**config.mk**
```make
export PLATFORM = sky130hd
export DESIGN_NAME = dma_dispatcher
export DESIGN_NICKNAME = d
export VERILOG_FILES = /design/src/hdl/dma_cmd_pkg.sv /design/src/hdl/dma_csr_pkg.sv /design/src/hdl/dma_csr_regs.sv /design/src/hdl/dma_cmd_splitter.sv /design/src/hdl/dma_done_tracker.sv /design/src/hdl/dma_dispatcher.sv
export VERILOG_INCLUDE_DIRS = /design/src /design/src/hdl
export SDC_FILE = /design/constraint.sdc
export NUM_CORES = 2
export LEC_CHECK = 0
export BUFFER_PORTS_ARGS = -buffer_cell sky130_fd_sc_hd__buf_2
export CAP_MARGIN = 20
export CORE_AREA = 2 2 474 476
export CTS_CLUSTER_SIZE = 25
export DETAILED_ROUTE_END_ITERATION = 8
export DIE_AREA = 0 0 476 478
export GPL_TIMING_DRIVEN = 0
export PLACE_DENSITY_LB_ADDON = 0.15
export SKIP_LAST_GASP = 1
export SLEW_MARGIN = 20
export SYNTH_ARGS = -nofsm -noshare
export SYNTH_HDL_FRONTEND = slang
export SYNTH_SLANG_ARGS = --single-unit
export TNS_END_PERCENT = 100
```
**constraint.sdc**
```tcl
create_clock -name clk -period 13.1 [get_ports clk]
set_input_delay 2.62 -clock clk [delete_from_list [all_inputs] [get_ports clk]]
set_output_delay 2.62 -clock clk [all_outputs]
set_load 0.01 [all_outputs]
```
**src/hdl/dma_disp_params.svh**
```systemverilog
// DMA dispatcher parameters
// bus widths, channel count and the fixed feature-header values
`ifndef DMA_DISP_PARAMS_SVH
`define DMA_DISP_PARAMS_SVH

// register data and host address width
`define DMA_DATA_W 64

// byte address width of the register port, 128 words
`define DMA_ADDR_W 10

// two channels per direction
`define DMA_NUM_CHAN 2
`define DMA_CHAN_BITS 1

// afu type, end of list, feature id 1
`define DMA_DFH_HEADER 64'h1000_0100_0000_0001

// feature guid, low and high words
`define DMA_ID_LO 64'hA2C4_5E71_09B3_6D18
`define DMA_ID_HI 64'h3F8E_D05A_4B12_C967

// no further features after this one
`define DMA_NEXT_AFU_OFFSET 64'h0000_0000_0000_0000

// returned for any unmapped word
`define DMA_BADADDR_DATA 64'h0BAD_0BAD_0BAD_0BAD

`endif

```
**src/hdl/dma_cmd_pkg.sv**
```systemverilog
// DMA dispatcher command types
// register-port request, channel command and channel config structs
`include "dma_disp_params.svh"

package dma_cmd_pkg;

    // one register access, avalon-style
    typedef struct packed {
        logic                   read;
        logic                   write;
        logic [`DMA_ADDR_W-1:0] address;
        logic [`DMA_DATA_W-1:0] writedata;
    } mmio_req_t;

    // transfer command, new_cmd is a single-cycle strobe
    typedef struct packed {
        logic                   new_cmd;
        logic [`DMA_DATA_W-1:0] src_start_addr;
        logic [`DMA_DATA_W-1:0] dst_start_addr;
        logic [`DMA_DATA_W-1:0] xfer_length;
    } dma_cmd_t;

    // per-direction config pulses
    typedef struct packed {
        logic sclr;
        logic clear_irq;
    } dma_cfg_t;

endpackage : dma_cmd_pkg

```
**src/hdl/dma_csr_pkg.sv**
```systemverilog
// DMA dispatcher register map
// word addresses of the register port and config register bit positions
`include "dma_disp_params.svh"

package dma_csr_pkg;

    // word index width, byte address minus the 8-byte offset
    localparam int CSR_WORD_W = `DMA_ADDR_W - 3;

    typedef enum logic [CSR_WORD_W-1:0] {
        // device feature header block
        CSR_DFH_HDR    = 'h00,
        CSR_ID_LO      = 'h01,
        CSR_ID_HI      = 'h02,
        CSR_NEXT_OFFS  = 'h03,
        // general
        CSR_SCRATCHPAD = 'h05,
        CSR_MAGIC_ADDR = 'h06,
        CSR_NUM_CHAN   = 'h07,
        // host-to-fpga, read direction
        CSR_RD_SRC     = 'h10,
        CSR_RD_DST     = 'h11,
        CSR_RD_LEN     = 'h12,
        CSR_RD_CFG     = 'h14,
        // fpga-to-host, write direction
        CSR_WR_SRC     = 'h20,
        CSR_WR_DST     = 'h21,
        CSR_WR_LEN     = 'h22,
        CSR_WR_CFG     = 'h24
    } csr_addr_e;

    // config register bits
    localparam int CFG_SCLR_BIT      = 0;
    localparam int CFG_CLEAR_IRQ_BIT = 1;

endpackage : dma_csr_pkg

```
**src/hdl/dma_csr_regs.sv**
```systemverilog
// DMA dispatcher register file
// decodes the register port, holds the programmed commands and raises command
// and config pulses for both directions
`timescale 1ns/10ps
`include "dma_disp_params.svh"

module dma_csr_regs
    import dma_cmd_pkg::*, dma_csr_pkg::*;
(
    input  logic                   clk,
    input  logic                   rst_local,
    input  mmio_req_t              req,
    output logic [`DMA_DATA_W-1:0] readdata,
    output logic                   readdatavalid,
    output dma_cmd_t               rd_cmd,
    output dma_cmd_t               wr_cmd,
    output dma_cfg_t               rd_cfg,
    output dma_cfg_t               wr_cfg,
    output logic [`DMA_DATA_W-1:0] magic_addr
);

    // direction index into the per-direction arrays
    localparam int DIR_RD = 0;
    localparam int DIR_WR = 1;

    csr_addr_e              word_addr;
    logic [`DMA_DATA_W-1:0] scratchpad;
    logic [`DMA_DATA_W-1:0] src_q [2];
    logic [`DMA_DATA_W-1:0] dst_q [2];
    logic [`DMA_DATA_W-1:0] len_q [2];
    logic [1:0]             new_cmd_q;
    dma_cfg_t               cfg_q [2];
    logic [1:0]             hit_src, hit_dst, hit_len, hit_cfg;

    // byte address in, 64-bit word index out
    assign word_addr = csr_addr_e'(req.address[`DMA_ADDR_W-1:3]);

    // per-direction write hits, bit 0 read side, bit 1 write side
    always_comb begin
        hit_src = {word_addr == CSR_WR_SRC, word_addr == CSR_RD_SRC} & {2{req.write}};
        hit_dst = {word_addr == CSR_WR_DST, word_addr == CSR_RD_DST} & {2{req.write}};
        hit_len = {word_addr == CSR_WR_LEN, word_addr == CSR_RD_LEN} & {2{req.write}};
        hit_cfg = {word_addr == CSR_WR_CFG, word_addr == CSR_RD_CFG} & {2{req.write}};
    end

    // scratchpad and magic-number address
    always_ff @(posedge clk) begin
        if (rst_local) begin
            scratchpad <= '0;
            magic_addr <= '0;
        end else if (req.write) begin
            if (word_addr == CSR_SCRATCHPAD)
                scratchpad <= req.writedata;
            if (word_addr == CSR_MAGIC_ADDR)
                magic_addr <= req.writedata;
        end
    end

    // command fields, held until rewritten
    always_ff @(posedge clk) begin
        for (int d = 0; d < 2; d++) begin
            if (hit_src[d])
                src_q[d] <= req.writedata;
            if (hit_dst[d])
                dst_q[d] <= req.writedata;
            if (hit_len[d])
                len_q[d] <= req.writedata;
        end
    end

    // self-clearing pulses
    always_ff @(posedge clk) begin
        if (rst_local) begin
            new_cmd_q <= '0;
            cfg_q[DIR_RD] <= '0;
            cfg_q[DIR_WR] <= '0;
        end else begin
            for (int d = 0; d < 2; d++) begin
                // zero length starts nothing
                new_cmd_q[d] <= hit_len[d] && (req.writedata != '0);
                cfg_q[d].sclr <= hit_cfg[d] && req.writedata[CFG_SCLR_BIT];
                cfg_q[d].clear_irq <= hit_cfg[d] && req.writedata[CFG_CLEAR_IRQ_BIT];
            end
        end
    end

    // read mux, answer one cycle later
    always_ff @(posedge clk) begin
        if (rst_local) begin
            readdata      <= '0;
            readdatavalid <= 1'b0;
        end else begin
            readdatavalid <= req.read;
            if (req.read) begin
                case (word_addr)
                    CSR_DFH_HDR:    readdata <= `DMA_DFH_HEADER;
                    CSR_ID_LO:      readdata <= `DMA_ID_LO;
                    CSR_ID_HI:      readdata <= `DMA_ID_HI;
                    CSR_NEXT_OFFS:  readdata <= `DMA_NEXT_AFU_OFFSET;
                    CSR_SCRATCHPAD: readdata <= scratchpad;
                    CSR_MAGIC_ADDR: readdata <= magic_addr;
                    CSR_NUM_CHAN:   readdata <= `DMA_DATA_W'(`DMA_NUM_CHAN);
                    CSR_RD_SRC:     readdata <= src_q[DIR_RD];
                    CSR_RD_DST:     readdata <= dst_q[DIR_RD];
                    CSR_RD_LEN:     readdata <= len_q[DIR_RD];
                    CSR_WR_SRC:     readdata <= src_q[DIR_WR];
                    CSR_WR_DST:     readdata <= dst_q[DIR_WR];
                    CSR_WR_LEN:     readdata <= len_q[DIR_WR];
                    // config words are write-only
                    default:        readdata <= `DMA_BADADDR_DATA;
                endcase
            end
        end
    end

    // programmed commands out to the splitters
    assign rd_cmd = '{new_cmd: new_cmd_q[DIR_RD], src_start_addr: src_q[DIR_RD],
                      dst_start_addr: dst_q[DIR_RD], xfer_length: len_q[DIR_RD]};
    assign wr_cmd = '{new_cmd: new_cmd_q[DIR_WR], src_start_addr: src_q[DIR_WR],
                      dst_start_addr: dst_q[DIR_WR], xfer_length: len_q[DIR_WR]};
    assign rd_cfg = cfg_q[DIR_RD];
    assign wr_cfg = cfg_q[DIR_WR];

endmodule : dma_csr_regs

```
**src/hdl/dma_cmd_splitter.sv**
```systemverilog
// DMA command splitter
// divides one transfer between two channels, channel 0 takes the odd byte
`timescale 1ns/10ps
`include "dma_disp_params.svh"

module dma_cmd_splitter
    import dma_cmd_pkg::*;
(
    input  logic     clk,
    input  logic     rst_local,
    input  dma_cmd_t cmd,
    output dma_cmd_t chan_cmd [`DMA_NUM_CHAN],
    output logic     only_ch0
);

    logic [1:0]             stb_d;
    logic [1:0]             chan_stb;
    logic [`DMA_DATA_W-1:0] src_q, dst_q;
    logic [`DMA_DATA_W-1:0] len_ch0, len_ch1;
    logic [`DMA_DATA_W-1:0] src_ch1, dst_ch1;

    // strobe pipeline, stage 3 issues both channels together
    always_ff @(posedge clk) begin
        if (rst_local) begin
            stb_d    <= '0;
            chan_stb <= '0;
            only_ch0 <= 1'b0;
        end else begin
            stb_d <= {stb_d[0], cmd.new_cmd};
            // channel 1 stays quiet when its half is empty
            chan_stb <= {stb_d[1] && (len_ch1 != '0), stb_d[1]};
            // known one cycle after the strobe, held until the next command
            if (cmd.new_cmd)
                only_ch0 <= (cmd.xfer_length >> `DMA_CHAN_BITS) == '0;
        end
    end

    always_ff @(posedge clk) begin
        // stage 1: capture bases, split the length
        if (cmd.new_cmd) begin
            src_q   <= cmd.src_start_addr;
            dst_q   <= cmd.dst_start_addr;
            len_ch1 <= cmd.xfer_length >> `DMA_CHAN_BITS;
            len_ch0 <= (cmd.xfer_length >> `DMA_CHAN_BITS)
                       + cmd.xfer_length[`DMA_CHAN_BITS-1:0];
        end
        // stage 2: channel 1 starts where channel 0 ends
        if (stb_d[0]) begin
            src_ch1 <= src_q + len_ch0;
            dst_ch1 <= dst_q + len_ch0;
        end
    end

    assign chan_cmd[0] = '{new_cmd: chan_stb[0], src_start_addr: src_q,
                           dst_start_addr: dst_q, xfer_length: len_ch0};
    assign chan_cmd[1] = '{new_cmd: chan_stb[1], src_start_addr: src_ch1,
                           dst_start_addr: dst_ch1, xfer_length: len_ch1};

endmodule : dma_cmd_splitter

```
**src/hdl/dma_done_tracker.sv**
```systemverilog
// DMA completion tracker
// waits for every channel that got a command to report done, then pulses once
`timescale 1ns/10ps
`include "dma_disp_params.svh"

module dma_done_tracker (
    input  logic                     clk,
    input  logic                     rst_local,
    input  logic [`DMA_NUM_CHAN-1:0] chan_new_cmd,
    input  logic                     only_ch0,
    input  logic                     cmd_start,
    input  logic [`DMA_NUM_CHAN-1:0] chan_done,
    output logic                     xfer_done
);

    logic [`DMA_NUM_CHAN-1:0] waiting;
    logic [`DMA_NUM_CHAN-1:0] received;
    logic [`DMA_NUM_CHAN-1:0] only_mask;

    // short transfer, channels above 0 count as issued and finished
    assign only_mask = {{(`DMA_NUM_CHAN-1){only_ch0}}, 1'b0};

    always_ff @(posedge clk) begin
        if (rst_local) begin
            waiting   <= '0;
            received  <= '0;
            xfer_done <= 1'b0;
        end else begin
            // single pulse, the flags drop on the following edge
            xfer_done <= !xfer_done && (&(waiting & received));

            if (xfer_done)
                waiting <= '0;
            else
                waiting <= waiting | chan_new_cmd | only_mask;

            // a fresh command discards completions of the old one
            if (xfer_done || cmd_start)
                received <= '0;
            else
                received <= received | chan_done | only_mask;
        end
    end

endmodule : dma_done_tracker

```
**src/hdl/dma_dispatcher.sv**
```systemverilog
// DMA dispatcher top
// register file plus one splitter and one done tracker per direction
`timescale 1ns/10ps
`include "dma_disp_params.svh"

module dma_dispatcher
    import dma_cmd_pkg::*;
(
    input  logic                     clk,
    input  logic                     rst_local,
    input  mmio_req_t                mmio_req,
    output logic [`DMA_DATA_W-1:0]   readdata,
    output logic                     readdatavalid,
    output dma_cmd_t                 rd_chan_cmd [`DMA_NUM_CHAN],
    output dma_cmd_t                 wr_chan_cmd [`DMA_NUM_CHAN],
    output dma_cfg_t                 rd_cfg,
    output dma_cfg_t                 wr_cfg,
    output logic [`DMA_DATA_W-1:0]   magic_addr,
    // write side: bit 0 is the magic-number pulse, bit 1 the irq
    input  logic [`DMA_NUM_CHAN-1:0] rd_chan_done,
    input  logic [`DMA_NUM_CHAN-1:0] wr_chan_done,
    output logic                     host_mem_rd_xfer_done,
    output logic                     host_mem_wr_xfer_done
);

    dma_cmd_t                 rd_cmd, wr_cmd;
    logic                     rd_only_ch0, wr_only_ch0;
    logic [`DMA_NUM_CHAN-1:0] rd_chan_stb, wr_chan_stb;

    // channel strobes gathered for the trackers
    assign rd_chan_stb = {rd_chan_cmd[1].new_cmd, rd_chan_cmd[0].new_cmd};
    assign wr_chan_stb = {wr_chan_cmd[1].new_cmd, wr_chan_cmd[0].new_cmd};

    dma_csr_regs csr_inst (
        .clk, .rst_local,
        .req (mmio_req),
        .readdata, .readdatavalid,
        .rd_cmd, .wr_cmd,
        .rd_cfg, .wr_cfg,
        .magic_addr
    );

    // host-to-fpga
    dma_cmd_splitter rd_split_inst (
        .clk, .rst_local,
        .cmd (rd_cmd), .chan_cmd (rd_chan_cmd), .only_ch0 (rd_only_ch0)
    );

    dma_done_tracker rd_done_inst (
        .clk, .rst_local,
        .chan_new_cmd (rd_chan_stb), .only_ch0 (rd_only_ch0),
        .cmd_start (rd_cmd.new_cmd), .chan_done (rd_chan_done),
        .xfer_done (host_mem_rd_xfer_done)
    );

    // fpga-to-host
    dma_cmd_splitter wr_split_inst (
        .clk, .rst_local,
        .cmd (wr_cmd), .chan_cmd (wr_chan_cmd), .only_ch0 (wr_only_ch0)
    );

    dma_done_tracker wr_done_inst (
        .clk, .rst_local,
        .chan_new_cmd (wr_chan_stb), .only_ch0 (wr_only_ch0),
        .cmd_start (wr_cmd.new_cmd), .chan_done (wr_chan_done),
        .xfer_done (host_mem_wr_xfer_done)
    );

endmodule : dma_dispatcher

```
Yosys cells after proc, flatten, opt, wreduce, memory -nomap -nowiden
Memories as Yosys holds them, arrays and structs flattened.
Index checks and enable logic that the tools add are counted.
- add/subtract/negate cells: 6
- eq/ne operators: 14
- multiplexer cells: 29
- bitwise gates (word level): 18
- reductions and logical operators: 31
- operators by type and width (cell ; number):
    $pmux 64 s13 ; 1
    $add 64x64->64 ; 4
    $mux 64 ; 3
    $reduce_bool 64->1 ; 3
    $reduce_or 64->1 ; 3
    $add 63x1->64 ; 2
    $logic_not 64->1 ; 2
    $eq 7x5->1 const B ; 4
    $eq 7x6->1 const B ; 4
    $mux 1 ; 25
    $eq 7x3->1 const B ; 3
    $or 2x2->2 ; 8
    $eq 7x2->1 const B ; 2
    $and 2x2->2 ; 6
    $logic_and 1x1->1 ; 10
    $reduce_and 2->1 ; 4
    $reduce_or 2->1 ; 4
    $eq 7x1->1 const B ; 1
    $logic_not 7->1 ; 1
    $or 1x1->1 ; 4
    $logic_not 1->1 ; 2
    $logic_or 1x1->1 ; 2
- register bits after elaboration: 981
- RAM bits: 388
- bits of input ports: 82
- output and inout bits: 907
- word-level logic and storage cells: 131
- memories kept: 4
- memory list (name ; depth ; bits a word ; rd ports ; clocked after memory_dff ; write ports ; RTL line ; source):
    csr_inst.dst_q ; 2 ; 64 ; 2 ; 0 ; 1 ; dma_csr_regs.sv:29 ; logic [`DMA_DATA_W-1:0] dst_q [2];
    csr_inst.len_q ; 2 ; 64 ; 2 ; 0 ; 1 ; dma_csr_regs.sv:30 ; logic [`DMA_DATA_W-1:0] len_q [2];
    csr_inst.src_q ; 2 ; 64 ; 2 ; 0 ; 1 ; dma_csr_regs.sv:28 ; logic [`DMA_DATA_W-1:0] src_q [2];
    csr_inst.cfg_q ; 2 ; 2 ; 2 ; 0 ; 2 ; dma_csr_regs.sv:32 ; dma_cfg_t cfg_q [2];

Logic depth before layout (Yosys ltp)
- depth after elaboration: 6
- depth in mapped cells: 12
- gate-level depth less buffers: 12

Hierarchy
From an unflattened synthesis, not the netlist that was laid out.
- cell total of the unflattened synthesis: 5216
- area, all modules: 63617.3 µm²
- modules (own cells, without submodules) (module ; times used ; cells each ; area each (µm²) ; seq. area each (µm²)):
    dma_csr_regs ; 1 ; 1774 ; 22391.5 ; 15514.9
    dma_cmd_splitter at wr_split_inst ; 1 ; 1729 ; 20599.8 ; 11601.1
    dma_cmd_splitter at rd_split_inst ; 1 ; 1683 ; 20323.2 ; 11601.1
    dma_done_tracker ; 2 ; 15 ; 151.4 ; 100.1

Least setup slack after synthesis
Ideal clock, no wire load.
- path type: flip-flop to flip-flop
- from: reg csr_inst.new_cmd_q[1]
- to: reg wr_split_inst.only_ch0
- library setup time: 0.065 ns
- arrival: 7.260 ns
- slack: 5.775 ns
- stages on the path, launching flop included: 7
- clock period less this slack: 7.325 ns
- path through: dfxtp_1 -> inv_1 -> nor4_1 -> nand4_1 -> nor4_1 -> a21oi_1 -> nor2_1
- RTL lines (item ; RTL line ; source):
    start, declared ; dma_csr_regs.sv:31 ; logic [1:0] new_cmd_q;
    start signal, assigned by index ; dma_csr_regs.sv:80 ; new_cmd_q[d] <= hit_len[d] && (req.writedata != '0);
    end signal, assigned ; dma_cmd_splitter.sv:27 ; only_ch0 <= 1'b0;
    end signal, assigned ; dma_cmd_splitter.sv:34 ; only_ch0 <= (cmd.xfer_length >> `DMA_CHAN_BITS) == '0;
    end, declared ; dma_cmd_splitter.sv:13 ; output logic only_ch0

Worst setup path in the final report
- from: in mmio_req[67] (netlist bit)
- to: mem csr_inst.src_q[0][126] (netlist bit) (enable)
- word-level cells in the longest chain between the ends: 6
- RTL lines (item ; RTL line ; source):
    start, declared ; dma_dispatcher.sv:11 ; input mmio_req_t mmio_req,
    $eq 7x6->1 * ; dma_csr_regs.sv:40 ; hit_src = {word_addr == CSR_WR_SRC, word_addr == CSR_RD_SRC} & {2{req.write}};
    $and 2x2->2 * ; dma_csr_regs.sv:40 ;
    net csr_inst.hit_src[1] ; dma_csr_regs.sv:33 ; logic [1:0] hit_src, hit_dst, hit_len, hit_cfg;
    $mux 1 * ; dma_csr_regs.sv:62 ; if (hit_src[d])
    $mux 1 (not written as such) * ; dma_csr_regs.sv:63 ; src_q[d] <= req.writedata;
    $reduce_or 64->1 (no line) ; n/a ;
    $mux 1 (no line) ; n/a ;
    end, declared ; dma_csr_regs.sv:28 ;
The timed path passes the listed nets; every way through them passes the cells marked *.

==> run_results.csv <==
group,metric,value,unit
grt,track_usage,30.4,%
grt,grt_pass1_vias,48000,
floorplanning,chipWidth,476,µm
cells_and_area,drive_gt1_share,21.7,%
sta,fin_ws,7.10,ns
clock_network,cts_resized,0,
grt,met3_usage,6.73,%
sta,fmax,167,MHz
logic_synthesis,synth_top_family_by_area,"compound AO/OA/AOI/OAI gates",
logic_synthesis,yosysTopAreaCell,"edfxtp_1",
logic_synthesis,synth_ff_type,"edfxtp_1",
sta,finalSetupViolCount,0,
sta,rsz0062_at_grt,"no",
floorplanning,die_h,478,µm
place,gp_congestion,0.967,
route,vias_per_cell,5.49,
pwr,clkPwrFrac,48.3,%
floorplanning,fp.coreArea,223000,µm²
setup_path,crit_buf_inv,4,
logic_synthesis,syn_area,62000,µm²
route,firstDrtPassIters,6,
hold_path,hold_depth,0,
logic_synthesis,synth_seq_cells,1369,
logic_synthesis,synth_area_leaders,"edfxtp_1 56%, dfxtp_1 7.1%, ha_1 5.2%, a21oi_1 3.8%, nand2_1 3.3%",
logic_synthesis,synth_cell_type_count,97,
clock_network,clock-sinks,1369,
grt,gr-total-overflow,0,
pwr,switching_share,22.8,%
sta,period_minus_slack,6.00,ns
grt,gr-max-usage-layer,"met2",
clock_network,clk_pin_slew,0.06,ns
hold_path,min_from,"csr_inst.len_q[0][9]",
pwr,netSwitchingPower,2190,µW
pwr,p_per_area,124,nW/µm²
cells_and_area,reg_top3,"csr_inst.dst_q (128), csr_inst.len_q (128), csr_inst.src_q (128)",
sta,slew_headroom,10.1,%
setup_path,crit_type,"primary input to register",
setup_path,timing.rr.end,"wr_split_inst.dst_ch1[58]",
logic_synthesis,yosysMostFrequentCell,"edfxtp_1",
sta,finalCritPeriodShare,45.8,%
setup_path,required,13.60,ns
sta,report.final.hold_viol_count,0,
setup_path,critical-path-max-stage-delay,0.97,ns
setup_path,reg2regPathDepth,12,
pwr,pwr-share-comb,2.4,%
clock_network,clockBufferDepth,3,
pwr,power.internal,7400,µW
route,wl_per_cell,38.1,µm
logic_synthesis,synth.mux.area_fraction,0.0182,%
route,final_antenna_net_count,0,
logic_synthesis,ys.warnings.count,0,
clock_network,root_buffer,"clkbuf_16",
place,pre_cts_ws,6.41,ns
grt,use_met2,46.3,%
hold_path,hold_class,"register to register",
pwr,p_leak,0.0280,µW
logic_synthesis,syn_area_per_cell,12.3,µm²
floorplanning,placementRows,174,
logic_synthesis,yosys.area_share.adder,5.29,%
setup_path,crit_path_start_kind,"primary input",
grt,grt_pass1_wl,457000,µm
route,vias,51500,
floorplanning,ioPinCount,989,
clock_network,post-cts-setup-buffers,0,
setup_path,cp_slowest_cell,"buf_1",
pwr,ir_drop,0.137,mV
place,dpl.hpwl,291000,µm
setup_path,critPathTopFamily,"buffers and inverters",
route,drt-total-wl,358000,µm
logic_synthesis,synth_common_cells,"1150 x edfxtp_1, 551 x nand2_1, 477 x a21oi_1",
logic_synthesis,synth_xor_area_share,5.18,%
clock_network,clock_latency,0.85,ns
setup_path,crit_arrival,6.51,ns
clock_network,holdBufCountCts,0,
setup_path,regToRegSetupSlack,7.37,ns
hold_path,hold_end,"rd_split_inst.len_ch1[8]",
clock_network,cts_tree,"yes",
sta,maxSlewViolCount,0,
setup_path,crit_path_cell_trace,"buf_2 -> nor3_1 -> nand2b_1 -> nor2_1 -> clkbuf_1 -> buf_1 -> and2_4 -> buf_12",
pwr,power,9590,µW
grt,grt_max_degree,55,
logic_synthesis,yosysTopAreaCellShare,55.7,%
cells_and_area,n_fill_cell,22400,
outcome,status,"completed",
logic_synthesis,synth-compound-area-share,13.7,%
sta,final.setup_skew,0.0412,ns
pwr,seq_power_share,49.3,%
logic_synthesis,synthCells,5048,
floorplanning,dieArea,228000,µm²
logic_synthesis,yosys.area_share.simple,11.2,%
place,portBuffers,982,
clock_network,cts.htree.levels,4,
flow_run,maxCapViolCount,0,
logic_synthesis,ys_seq_area_share,62.7,%
cells_and_area,area_growth,24.2,%
clock_network,numCtsBuffers,159,
cells_and_area,final_nets,6575,
grt,grtUsageMet1,41.3,%
grt,grt_antenna_before_repair,95,
logic_synthesis,synthArstFlopShare,0,%
floorplanning,initial_core_util,27.8,%
sta,tightest_slew,1.35,ns
route,route.detailed.drc,0,
logic_synthesis,synth_edf_count,1150,
setup_path,reg2reg_from,"wr_split_inst.len_ch0[0]",
setup_path,path_max_fanout,33,
setup_path,worstSetupEndpointType,"register",
route,drt-initial-drc-count,7177,
[worst max path at each step]
stage | from | to | slack (ns) | cells past startpoint
2_1_floorplan | csr_inst.new_cmd_q[1] | wr_split_inst.only_ch0 | 5.78 | 6
3_3_place_gp | csr_inst.new_cmd_q[0] | rd_split_inst.only_ch0 | -1.52 | 6
3_5_place_dp | mmio_req[67] | csr_inst.src_q[0][43] | 6.41 | 9
4_1_cts | mmio_req[67] | csr_inst.src_q[0][45] | 7.28 | 9
5_1_grt | mmio_req[67] | csr_inst.src_q[0][125] | 7.14 | 8
6_report | mmio_req[67] | csr_inst.src_q[0][126] | 7.10 | 8
[layout by cell type, fill, tap and decap left out, types with 34 or more instances in the layout]
cell,count
a21o_1,132
a21oi_1,477
a221oi_1,46
a222oi_1,64
a22oi_1,81
and3_1,53
buf_2,993
clkbuf_1,204
clkbuf_16,160
dfxtp_1,215
diode_2,36
edfxtp_1,1150
ha_1,256
inv_1,80
nand2_1,549
nand3_1,132
nand4_1,135
nor2_1,261
nor2b_1,34
nor3_1,86
nor4_1,96
o21ai_0,159
o21bai_1,59
xnor2_1,232
xor2_1,135
[cells by family (layout without fill, tap and decap cells)]
family | after synthesis | in the layout
simple gates | 1459 | 1459
flops | 1369 | 1369
compound gates | 1283 | 1283
xor+xnor | 367 | 367
buf+inv | 308 | 1624
fa+ha+maj | 260 | 260
other cells | 1 | 38
mux | 1 | 1
[power by group through the flow]
stage / Clock [µW] / Combinational, µW / Sequential (µW)
after floorplan: 0 / 73.2 / 4820
after global placement: 0 / 223 / 4820
after detailed placement: 0 / 226 / 4820
after CTS: 4690 / 227 / 4720
after global routing: 4840 / 241 / 4720
final: 4630 / 234 / 4730
[final cells by class]
class / instances / area [µm²] / share of cell area (%)
antenna: 36 / 90.1 / 0.117
buffer: 226 / 903 / 1.17
clock buffer: 194 / 4200 / 5.45
clock inverter: 99 / 1140 / 1.48
inverter: 82 / 315 / 0.409
multi-input combinational: 3372 / 22000 / 28.6
sequential: 1369 / 38900 / 50.5
tap: 2992 / 3740 / 4.86
timing repair buffer: 1023 / 5710 / 7.41
[through the flow]
stage | std cells | instance area [µm²] | utilization (%) | hold WS (ns) | setup TNS, ns
global placement | 9023 | 70700 | 31.7 | 0.430 | -1.52
global route | 9368 | 77000 | 34.5 | 0.445 | 0
CTS | 9355 | 76900 | 34.5 | 0.420 | 0
detailed placement | 9062 | 71600 | 32.1 | 0.432 | 0
floorplan | 5049 | 62000 | - | 0.422 | 0
finish | 9393 | 77000 | 34.5 | 0.422 | 0
[metal layers]
layer / wire, µm / part of all wire, %
met4: 16400 / 4.6
met3: 31700 / 8.9
met2: 158000 / 44
met1: 152000 / 42
met5: 144 / 0.040
Note: power is estimated with default switching activity, not from simulation.
